===== src/rvv_dispatch_defs.svh =====
// Sizing macros shared by the vector dispatch stage and its packages.
// Include wherever a width or a count is needed.

`ifndef RVV_DISPATCH_DEFS_SVH
`define RVV_DISPATCH_DEFS_SVH

// Uops looked at per cycle, slot 0 is the older one
`define NUM_DP_UOP 2

// ROB entries visible to dispatch
`define ROB_DEPTH 8
`define ROB_IDX_W 3

// Vector register index width
`define VREG_IDX_W 5

// Operand width, kept small for simulation
`define VLEN 32

// VRF read ports available to dispatch
`define NUM_DP_VRF 4

`endif

===== src/dp_rob_pkg.sv =====
// Types for ROB entries and operand data seen by dispatch.

`include "rvv_dispatch_defs.svh"

package dp_rob_pkg;

    typedef logic [`ROB_IDX_W-1:0] rob_idx_t;

    typedef logic [`VLEN-1:0] vdata_t;

    // Where an operand comes from this cycle
    typedef enum logic [1:0] {
        SRC_VRF  = 2'd0,
        SRC_ROB  = 2'd1,
        SRC_WAIT = 2'd2
    } opnd_src_e;

endpackage


===== src/dp_uop_pkg.sv =====
// Types that describe a uop as it leaves the uop queue.
// Import into any block that handles uop fields.

`include "rvv_dispatch_defs.svh"

package dp_uop_pkg;

    // Reservation station a uop is steered to
    typedef enum logic [0:0] {
        EXE_ALU = 1'b0,
        EXE_MUL = 1'b1
    } exe_unit_e;

    // Architectural vector register number
    typedef logic [`VREG_IDX_W-1:0] vreg_idx_t;

endpackage


===== src/dp_issue_ctrl.sv =====
// In-order issue control for the dispatch stage.
// Decides which slots go this cycle, drives the queue, RS and ROB
// strobes and fans the resolved payload out to the RS buses.

`timescale 1ns/1ps
`include "rvv_dispatch_defs.svh"

module dp_issue_ctrl
    import dp_uop_pkg::*;
    import dp_rob_pkg::*;
(
    input  logic      [`NUM_DP_UOP-1:0] uop_valid,
    input  exe_unit_e [`NUM_DP_UOP-1:0] uop_exe_unit,
    input  vreg_idx_t [`NUM_DP_UOP-1:0] vs1_index,
    input  logic      [`NUM_DP_UOP-1:0] vs1_valid,
    input  vreg_idx_t [`NUM_DP_UOP-1:0] vs2_index,
    input  logic      [`NUM_DP_UOP-1:0] vs2_valid,
    input  vreg_idx_t [`NUM_DP_UOP-1:0] vd_index,
    input  logic      [`NUM_DP_UOP-1:0] vd_valid,
    input  logic      [`NUM_DP_UOP-1:0] vs3_valid,
    input  logic      [`NUM_DP_UOP-1:0] raw_wait,
    input  logic                        strct_hazard,
    input  logic      [`NUM_DP_UOP-1:0] rs_ready_alu,
    input  logic      [`NUM_DP_UOP-1:0] rs_ready_mul,
    input  logic      [`NUM_DP_UOP-1:0] rob_ready,
    input  rob_idx_t                    rob_alloc_idx,
    input  vdata_t    [`NUM_DP_UOP-1:0] opnd_vs1_data,
    input  vdata_t    [`NUM_DP_UOP-1:0] opnd_vs2_data,
    input  vdata_t    [`NUM_DP_UOP-1:0] opnd_vd_data,
    output logic      [`NUM_DP_UOP-1:0] uop_ready,
    output logic      [`NUM_DP_UOP-1:0] rs_valid_alu,
    output logic      [`NUM_DP_UOP-1:0] rs_valid_mul,
    output logic      [`NUM_DP_UOP-1:0] rob_push_valid,
    output rob_idx_t  [`NUM_DP_UOP-1:0] rs_rob_idx,
    output vdata_t    [`NUM_DP_UOP-1:0] rs_vs1_data,
    output vdata_t    [`NUM_DP_UOP-1:0] rs_vs2_data,
    output vdata_t    [`NUM_DP_UOP-1:0] rs_vd_data,
    output vreg_idx_t [`NUM_DP_UOP-1:0] rob_vd_index,
    output logic      [`NUM_DP_UOP-1:0] rob_vd_valid
);

    logic                   uop_raw;
    logic [`NUM_DP_UOP-1:0] rs_ok;
    logic [`NUM_DP_UOP-1:0] slot_ok;
    logic [`NUM_DP_UOP-1:0] go;

    // uop 1 reads the register that uop 0 is about to write
    assign uop_raw = uop_valid[0] & vd_valid[0] &
                     ((vs1_valid[1] & (vs1_index[1] == vd_index[0])) |
                      (vs2_valid[1] & (vs2_index[1] == vd_index[0])) |
                      (vs3_valid[1] & (vd_index[1] == vd_index[0])));

    always_comb begin
        for (int s = 0; s < `NUM_DP_UOP; s++) begin
            rs_ok[s]   = (uop_exe_unit[s] == EXE_MUL) ? rs_ready_mul[s] : rs_ready_alu[s];
            slot_ok[s] = uop_valid[s] & ~raw_wait[s] & rob_ready[s] & rs_ok[s];
        end
    end

    // Strictly in order, a younger slot never passes an older one
    assign go[0] = slot_ok[0];
    assign go[1] = slot_ok[1] & go[0] & ~uop_raw & ~strct_hazard;

    always_comb begin
        for (int s = 0; s < `NUM_DP_UOP; s++) begin
            uop_ready[s]      = go[s];
            rob_push_valid[s] = go[s];
            rs_valid_alu[s]   = go[s] & (uop_exe_unit[s] == EXE_ALU);
            rs_valid_mul[s]   = go[s] & (uop_exe_unit[s] == EXE_MUL);
        end
    end

    // Payload is shared by both RS buses and not gated by go
    always_comb begin
        int unsigned slot_idx;
        for (int s = 0; s < `NUM_DP_UOP; s++) begin
            slot_idx = int'(rob_alloc_idx) + s;
            if (slot_idx >= `ROB_DEPTH) begin
                slot_idx = slot_idx - `ROB_DEPTH;
            end
            rs_rob_idx[s]   = rob_idx_t'(slot_idx);
            rs_vs1_data[s]  = opnd_vs1_data[s];
            rs_vs2_data[s]  = opnd_vs2_data[s];
            rs_vd_data[s]   = opnd_vd_data[s];
            rob_vd_index[s] = vd_index[s];
            rob_vd_valid[s] = vd_valid[s];
        end
    end

endmodule


===== src/dp_operand_resolve.sv =====
// Operand resolution for one dispatch slot.
// Checks each source against the ROB, forwards data from the youngest
// matching entry and raises raw_wait when that entry has no data yet.

`timescale 1ns/1ps
`include "rvv_dispatch_defs.svh"

module dp_operand_resolve
    import dp_uop_pkg::*;
    import dp_rob_pkg::*;
(
    input  vreg_idx_t                  vs1_index,
    input  logic                       vs1_valid,
    input  vreg_idx_t                  vs2_index,
    input  logic                       vs2_valid,
    input  vreg_idx_t                  vd_index,
    input  logic                       vs3_valid,
    input  vdata_t                     vrf_vs1_data,
    input  vdata_t                     vrf_vs2_data,
    input  vdata_t                     vrf_vd_data,
    input  logic      [`ROB_DEPTH-1:0] rob_entry_valid,
    input  vreg_idx_t [`ROB_DEPTH-1:0] rob_w_index,
    input  logic      [`ROB_DEPTH-1:0] rob_w_valid,
    input  vdata_t    [`ROB_DEPTH-1:0] rob_w_data,
    output vdata_t                     vs1_data,
    output vdata_t                     vs2_data,
    output vdata_t                     vd_data,
    output logic                       raw_wait
);

    opnd_src_e vs1_src;
    opnd_src_e vs2_src;
    opnd_src_e vd_src;
    rob_idx_t  vs1_hit;
    rob_idx_t  vs2_hit;
    rob_idx_t  vd_hit;

    // Scan from oldest to youngest so the last match wins
    function automatic opnd_src_e find_src(
        input  vreg_idx_t idx,
        input  logic      rd_en,
        output rob_idx_t  hit_idx
    );
        opnd_src_e src;
        src     = SRC_VRF;
        hit_idx = '0;
        for (int e = 0; e < `ROB_DEPTH; e++) begin
            if (rd_en && rob_entry_valid[e] && (rob_w_index[e] == idx)) begin
                hit_idx = rob_idx_t'(e);
                src     = rob_w_valid[e] ? SRC_ROB : SRC_WAIT;
            end
        end
        return src;
    endfunction

    always_comb begin
        vs1_src = find_src(vs1_index, vs1_valid, vs1_hit);
        vs2_src = find_src(vs2_index, vs2_valid, vs2_hit);
        vd_src  = find_src(vd_index, vs3_valid, vd_hit);
    end

    // A pending writer without data stalls the whole slot
    assign raw_wait = (vs1_src == SRC_WAIT) | (vs2_src == SRC_WAIT) | (vd_src == SRC_WAIT);

    assign vs1_data = (vs1_src == SRC_ROB) ? rob_w_data[vs1_hit] : vrf_vs1_data;
    assign vs2_data = (vs2_src == SRC_ROB) ? rob_w_data[vs2_hit] : vrf_vs2_data;
    assign vd_data  = (vd_src == SRC_ROB) ? rob_w_data[vd_hit] : vrf_vd_data;

endmodule


===== src/dp_read_arbiter.sv =====
// VRF read-port arbiter for the two dispatch slots.
// Maps operand reads onto the four ports, routes the read data back
// and flags a structure hazard that holds back slot 1.

`timescale 1ns/1ps
`include "rvv_dispatch_defs.svh"

module dp_read_arbiter
    import dp_uop_pkg::*;
    import dp_rob_pkg::*;
(
    input  logic      [`NUM_DP_UOP-1:0] uop_valid,
    input  vreg_idx_t [`NUM_DP_UOP-1:0] vs1_index,
    input  logic      [`NUM_DP_UOP-1:0] vs1_valid,
    input  vreg_idx_t [`NUM_DP_UOP-1:0] vs2_index,
    input  logic      [`NUM_DP_UOP-1:0] vs2_valid,
    input  vreg_idx_t [`NUM_DP_UOP-1:0] vd_index,
    input  logic      [`NUM_DP_UOP-1:0] vs3_valid,
    output vreg_idx_t [`NUM_DP_VRF-1:0] vrf_rd_index,
    input  vdata_t    [`NUM_DP_VRF-1:0] vrf_rd_data,
    output vdata_t    [`NUM_DP_UOP-1:0] vrf_vs1_data,
    output vdata_t    [`NUM_DP_UOP-1:0] vrf_vs2_data,
    output vdata_t    [`NUM_DP_UOP-1:0] vrf_vd_data,
    output logic                        strct_hazard
);

    // Per slot read requests, only counted for a valid uop
    logic [`NUM_DP_UOP-1:0] need_vs1;
    logic [`NUM_DP_UOP-1:0] need_vs2;
    logic [`NUM_DP_UOP-1:0] need_vd;
    logic [2:0]             rd_cnt;
    logic                   port_clash;

    assign need_vs1 = uop_valid & vs1_valid;
    assign need_vs2 = uop_valid & vs2_valid;
    assign need_vd  = uop_valid & vs3_valid;

    always_comb begin
        rd_cnt = '0;
        for (int s = 0; s < `NUM_DP_UOP; s++) begin
            rd_cnt = rd_cnt + 3'(need_vs1[s]) + 3'(need_vs2[s]) + 3'(need_vd[s]);
        end
    end

    // Ports 1 and 3 are shared, slot 0 has priority on both
    assign port_clash = (need_vs1[0] & need_vd[1]) | (need_vd[0] & need_vs1[1]);

    assign strct_hazard = uop_valid[1] & ((rd_cnt > 3'd4) | port_clash);

    // Fixed port map
    //   port 0 : slot0 vs2
    //   port 1 : slot0 vs1, else slot1 vd
    //   port 2 : slot1 vs2
    //   port 3 : slot0 vd,  else slot1 vs1
    assign vrf_rd_index[0] = vs2_index[0];
    assign vrf_rd_index[1] = need_vs1[0] ? vs1_index[0] : vd_index[1];
    assign vrf_rd_index[2] = vs2_index[1];
    assign vrf_rd_index[3] = need_vd[0] ? vd_index[0] : vs1_index[1];

    // Data comes back on the same ports in the same cycle
    assign vrf_vs2_data[0] = vrf_rd_data[0];
    assign vrf_vs1_data[0] = vrf_rd_data[1];
    assign vrf_vd_data[0]  = vrf_rd_data[3];

    // Slot 1 data is only meaningful when no structure hazard is flagged
    assign vrf_vs2_data[1] = vrf_rd_data[2];
    assign vrf_vs1_data[1] = vrf_rd_data[3];
    assign vrf_vd_data[1]  = vrf_rd_data[1];

endmodule


===== src/rvv_dispatch.sv =====
// Two-slot vector uop dispatch stage, fully combinational.
// Takes up to two in-order uops from the uop queue, resolves their
// operands from the VRF or the ROB and issues them to the ALU/MUL RS
// and the ROB in the same cycle.

`timescale 1ns/1ps
`include "rvv_dispatch_defs.svh"

module rvv_dispatch
    import dp_uop_pkg::*;
    import dp_rob_pkg::*;
(
    // Uop queue
    input  logic      [`NUM_DP_UOP-1:0] uop_valid,
    input  exe_unit_e [`NUM_DP_UOP-1:0] uop_exe_unit,
    input  vreg_idx_t [`NUM_DP_UOP-1:0] vs1_index,
    input  logic      [`NUM_DP_UOP-1:0] vs1_valid,
    input  vreg_idx_t [`NUM_DP_UOP-1:0] vs2_index,
    input  logic      [`NUM_DP_UOP-1:0] vs2_valid,
    input  vreg_idx_t [`NUM_DP_UOP-1:0] vd_index,
    input  logic      [`NUM_DP_UOP-1:0] vd_valid,
    input  logic      [`NUM_DP_UOP-1:0] vs3_valid,
    output logic      [`NUM_DP_UOP-1:0] uop_ready,

    // ALU and MUL reservation stations
    output logic      [`NUM_DP_UOP-1:0] rs_valid_alu,
    output logic      [`NUM_DP_UOP-1:0] rs_valid_mul,
    output rob_idx_t  [`NUM_DP_UOP-1:0] rs_rob_idx,
    output vdata_t    [`NUM_DP_UOP-1:0] rs_vs1_data,
    output vdata_t    [`NUM_DP_UOP-1:0] rs_vs2_data,
    output vdata_t    [`NUM_DP_UOP-1:0] rs_vd_data,
    input  logic      [`NUM_DP_UOP-1:0] rs_ready_alu,
    input  logic      [`NUM_DP_UOP-1:0] rs_ready_mul,

    // ROB push
    output logic      [`NUM_DP_UOP-1:0] rob_push_valid,
    output vreg_idx_t [`NUM_DP_UOP-1:0] rob_vd_index,
    output logic      [`NUM_DP_UOP-1:0] rob_vd_valid,
    input  logic      [`NUM_DP_UOP-1:0] rob_ready,
    input  rob_idx_t                    rob_alloc_idx,

    // ROB entries for hazard check and forwarding, highest is youngest
    input  logic      [`ROB_DEPTH-1:0]  rob_entry_valid,
    input  vreg_idx_t [`ROB_DEPTH-1:0]  rob_w_index,
    input  logic      [`ROB_DEPTH-1:0]  rob_w_valid,
    input  vdata_t    [`ROB_DEPTH-1:0]  rob_w_data,

    // VRF read ports, data returns in the same cycle
    output vreg_idx_t [`NUM_DP_VRF-1:0] vrf_rd_index,
    input  vdata_t    [`NUM_DP_VRF-1:0] vrf_rd_data
);

    vdata_t [`NUM_DP_UOP-1:0] vrf_vs1_data;
    vdata_t [`NUM_DP_UOP-1:0] vrf_vs2_data;
    vdata_t [`NUM_DP_UOP-1:0] vrf_vd_data;
    logic                     strct_hazard;

    vdata_t [`NUM_DP_UOP-1:0] opnd_vs1_data;
    vdata_t [`NUM_DP_UOP-1:0] opnd_vs2_data;
    vdata_t [`NUM_DP_UOP-1:0] opnd_vd_data;
    logic   [`NUM_DP_UOP-1:0] raw_wait;

    dp_read_arbiter u_read_arbiter (
        .uop_valid    (uop_valid),
        .vs1_index    (vs1_index),
        .vs1_valid    (vs1_valid),
        .vs2_index    (vs2_index),
        .vs2_valid    (vs2_valid),
        .vd_index     (vd_index),
        .vs3_valid    (vs3_valid),
        .vrf_rd_index (vrf_rd_index),
        .vrf_rd_data  (vrf_rd_data),
        .vrf_vs1_data (vrf_vs1_data),
        .vrf_vs2_data (vrf_vs2_data),
        .vrf_vd_data  (vrf_vd_data),
        .strct_hazard (strct_hazard)
    );

    // One resolver per slot, each sees the full ROB
    genvar i;
    generate
        for (i = 0; i < `NUM_DP_UOP; i++) begin : gen_resolve
            dp_operand_resolve u_operand_resolve (
                .vs1_index       (vs1_index[i]),
                .vs1_valid       (vs1_valid[i]),
                .vs2_index       (vs2_index[i]),
                .vs2_valid       (vs2_valid[i]),
                .vd_index        (vd_index[i]),
                .vs3_valid       (vs3_valid[i]),
                .vrf_vs1_data    (vrf_vs1_data[i]),
                .vrf_vs2_data    (vrf_vs2_data[i]),
                .vrf_vd_data     (vrf_vd_data[i]),
                .rob_entry_valid (rob_entry_valid),
                .rob_w_index     (rob_w_index),
                .rob_w_valid     (rob_w_valid),
                .rob_w_data      (rob_w_data),
                .vs1_data        (opnd_vs1_data[i]),
                .vs2_data        (opnd_vs2_data[i]),
                .vd_data         (opnd_vd_data[i]),
                .raw_wait        (raw_wait[i])
            );
        end
    endgenerate

    dp_issue_ctrl u_issue_ctrl (
        .uop_valid      (uop_valid),
        .uop_exe_unit   (uop_exe_unit),
        .vs1_index      (vs1_index),
        .vs1_valid      (vs1_valid),
        .vs2_index      (vs2_index),
        .vs2_valid      (vs2_valid),
        .vd_index       (vd_index),
        .vd_valid       (vd_valid),
        .vs3_valid      (vs3_valid),
        .raw_wait       (raw_wait),
        .strct_hazard   (strct_hazard),
        .rs_ready_alu   (rs_ready_alu),
        .rs_ready_mul   (rs_ready_mul),
        .rob_ready      (rob_ready),
        .rob_alloc_idx  (rob_alloc_idx),
        .opnd_vs1_data  (opnd_vs1_data),
        .opnd_vs2_data  (opnd_vs2_data),
        .opnd_vd_data   (opnd_vd_data),
        .uop_ready      (uop_ready),
        .rs_valid_alu   (rs_valid_alu),
        .rs_valid_mul   (rs_valid_mul),
        .rob_push_valid (rob_push_valid),
        .rs_rob_idx     (rs_rob_idx),
        .rs_vs1_data    (rs_vs1_data),
        .rs_vs2_data    (rs_vs2_data),
        .rs_vd_data     (rs_vd_data),
        .rob_vd_index   (rob_vd_index),
        .rob_vd_valid   (rob_vd_valid)
    );

endmodule


===== config.mk =====
export PLATFORM = sky130hd
export DESIGN_NAME = rvv_dispatch
export DESIGN_NICKNAME = d
export VERILOG_FILES = /design/src/dp_rob_pkg.sv /design/src/dp_uop_pkg.sv /design/src/dp_issue_ctrl.sv /design/src/dp_operand_resolve.sv /design/src/dp_read_arbiter.sv /design/src/rvv_dispatch.sv
export VERILOG_INCLUDE_DIRS = /design/src /design/src/src
export SDC_FILE = /design/constraint.sdc
export NUM_CORES = 2
export LEC_CHECK = 0
export ABC_AREA = 1
export ABC_CLOCK_PERIOD_IN_PS = 3800
export BUFFER_PORTS_ARGS = -buffer_cell sky130_fd_sc_hd__buf_2
export CAP_MARGIN = 20
export CORE_AREA = 2 2 285 287
export DETAILED_ROUTE_END_ITERATION = 10
export DIE_AREA = 0 0 287 289
export SYNTH_ARGS = -nofsm -noshare
export SYNTH_HDL_FRONTEND = slang
export SYNTH_SLANG_ARGS = --single-unit

===== constraint.sdc =====
create_clock -name vclk -period 3.8
set_input_delay 0.19 -clock vclk [all_inputs]
set_output_delay 0.19 -clock vclk [all_outputs]
set_load 0.01 [all_outputs]

==> flow_summary.ini <==
[status]
status = finished, final reports clean

[floorplanning]
rows = 104
io_pins = 729
core_region_area_um2 = 79900
dieHeight_um = 289
die-area_um2 = 82900
fp.dieW_um = 287
start_util_pct = 29.1

[routing]
drtPass1Iterations = 9
viasPerCell = 6.00
wl_per_cell_um = 23.6
drtIter0Drc = 5835
drt_wl_total_um = 151000
drc = 0
dr_total_vias = 38500
antenna_left = 0

[grt]
grt_first_pass_wirelength_um = 217000
grt_pass1_vias = 34000
antenna_found_initial = 40
grt-ovfl-total = 0
groute.usage.overall_pct = 34.0
grt_max_degree = 77

[cells_and_area]
seq_cell_count = 0
synthToLayoutAreaGrowth_pct = 16.2
ff_latch_area_um2 = 0
layout.nets = 5805
fillers = 9271
clock_buffers = 0
layout-drive-gt1-share_pct = 18.3

[sta]
max_freq_mhz = 283
max_slew_margin_pct = 29.1
setup_viol = 0
fin_crit_ns = 3.53
hold_viol = 0
tightestPinTransition_ns = 1.06
rsz0062_at_grt = false
tns_ns = 0
drv_slew = 0
fin_crit_sh_pct = 92.8

[power]
design_power_total_mw = 3.71
sw_frac_of_total_pct = 67.6
power_frac_comb_pct = 100.0
switchingPower_mw = 2.51
p_int_mw = 1.20
p_seq_share_pct = 0
p_leak_nw = 14.2
peakVddDrop_mv = 0.0654
p_per_area_nw_per_um2 = 137
p_clk_share_pct = 0

[critical_path]
crit_chain = buf_2 > nand2_1 > inv_1 > ha_1 > inv_1 > fa_1 > fa_1 > fa_1 > a21o_1 > o221ai_1 > nor4b_2 > nand2_1 > nor2_1 > nand2_1 > nor2_1 > buf_2
start_kind = primary input
cp_slowest_cell = fa_1
crit_required_ns = 3.61
worst-path-buf-inv = 4
cp_slowest_stage_delay_ns = 0.55
crit_arrival_ns = 3.34
critPathKind = in2out
worstPathMaxFanout = 3
cp-end-kind = primary output
cp_top_family = adder cells

[place]
routabilityCongestion = 1.01
place_hpwl_um = 111000
port_buffers = 727

[yosys]
ys_top_cells_by_count = nand2_1 (2124), nand3_1 (1682), buf_2 (200)
syn_inst = 4932
syn_area_um2 = 23200
ys_warn_count = 0
synth_most_common_cell = nand2_1
ys_seq_area_share_pct = 0
syn_avg_cell_area_um2 = 4.71
synth_cell_types = 56
synth_top_cell_area_share_pct = 36.3
synthTopCellsByArea = nand3_1 (36%), nand2_1 (34%), buf_2 (4.3%)
yosysTopAreaCell = nand3_1
syn_nets = 5428

[cts]
cts_setup_buffers = 0
postCtsHoldBufs = 0
cts_resized = 0

[worst_hold_path]
holdPathEnd = rob_vd_valid[1]
hp-start = vd_valid[1]
hp-class = in2out
hold_depth = 0

[run]
cap_violations = 0
-- stage by stage --
stage / setup slack, ns / util [%] / hold WS [ns] / std cells / area (um2)
floorplan: 0.367 / - / 0.424 / 4932 / 23200
global placement: 0.0811 / 33.6 / 0.380 / 6367 / 26900
detailed placement: 0.178 / 33.6 / 0.380 / 6367 / 26900
CTS: 0.179 / 33.6 / 0.380 / 6367 / 26900
global route: 0.0361 / 33.7 / 0.380 / 6393 / 26900
finish: 0.273 / 33.8 / 0.380 / 6404 / 27000
-- cells by family after synthesis --
logic type               synth area share (%)
buffers and inverters                    13.8
XOR/XNOR                                 1.85
AO/OA/AOI/OAI                            6.75
adder cells (fa/ha/maj)                 0.366
AND/OR/NAND/NOR                          77.2
-- per-layer routing --
layer	vias to the layer above	part of all wire, %	track usage, %
met5	-	0.073	0.0568
li1	17300	-	-
met3	634	13	7.99
met4	16	7.3	21.8
met2	3132	42	51.0
met1	17400	38	43.6
-- placed cells by master (no fill, tap or decap), types with 3 or more instances in the layout --
cell type     n
a221oi_1     17
clkinv_1      3
nand2_4       8
a221oi_2      7
buf_2       727
nand4_1      58
nor4_1       12
a2111oi_2    10
nor2_4        9
nor4_2        4
a2111oi_4     5
diode_2      37
inv_4         5
nor2_2        3
nand2_2       6
nor2_1      133
nand3_2      11
inv_1        66
o22ai_1      68
buf_12       35
a21oi_1      40
o21ai_1      10
fa_1          3
nand3b_1      3
buf_4        72
o21ai_0      20
o211ai_1     19
nand2_1    2119
nor3_1       26
nand3_1    1676
nand3_4       4
and3_1        3
inv_2        51
xor2_1       48
-- worst max-delay path by stage --
stage | from | endpoint | slack, ns | cells past startpoint
CTS | uop_valid[0] | rs_valid_alu[1] | 0.18 | 16
global placement | uop_valid[0] | rs_valid_mul[1] | 0.08 | 16
finish | vs1_valid[0] | rs_valid_mul[1] | 0.27 | 16
detailed placement | uop_valid[0] | rs_valid_alu[1] | 0.18 | 16
floorplan | uop_valid[0] | uop_ready[1] | 0.37 | 16
global route | uop_valid[0] | rs_valid_mul[1] | 0.04 | 16
-- power groups by stage --
stage / registers [mW] / clock network [mW] / logic [mW]
global route: 0 / 0.000000917 / 4.00
finish: 0 / 0.00000114 / 3.71
CTS: 0 / 0 / 3.61
floorplan: 0 / 0 / 2.16
global placement: 0 / 0 / 3.55
detailed placement: 0 / 0 / 3.59
-- area by class of cell --
type	instances	area [um2]	area share (%)
Multi-Input combinational cell	4348	20200	74.9
Timing Repair Buffer	834	4880	18.1
Tap cell	1060	1330	4.92
Inverter	125	482	1.79
Antenna cell	37	92.6	0.343
No activity file was read; power rests on OpenSTA's default activity.
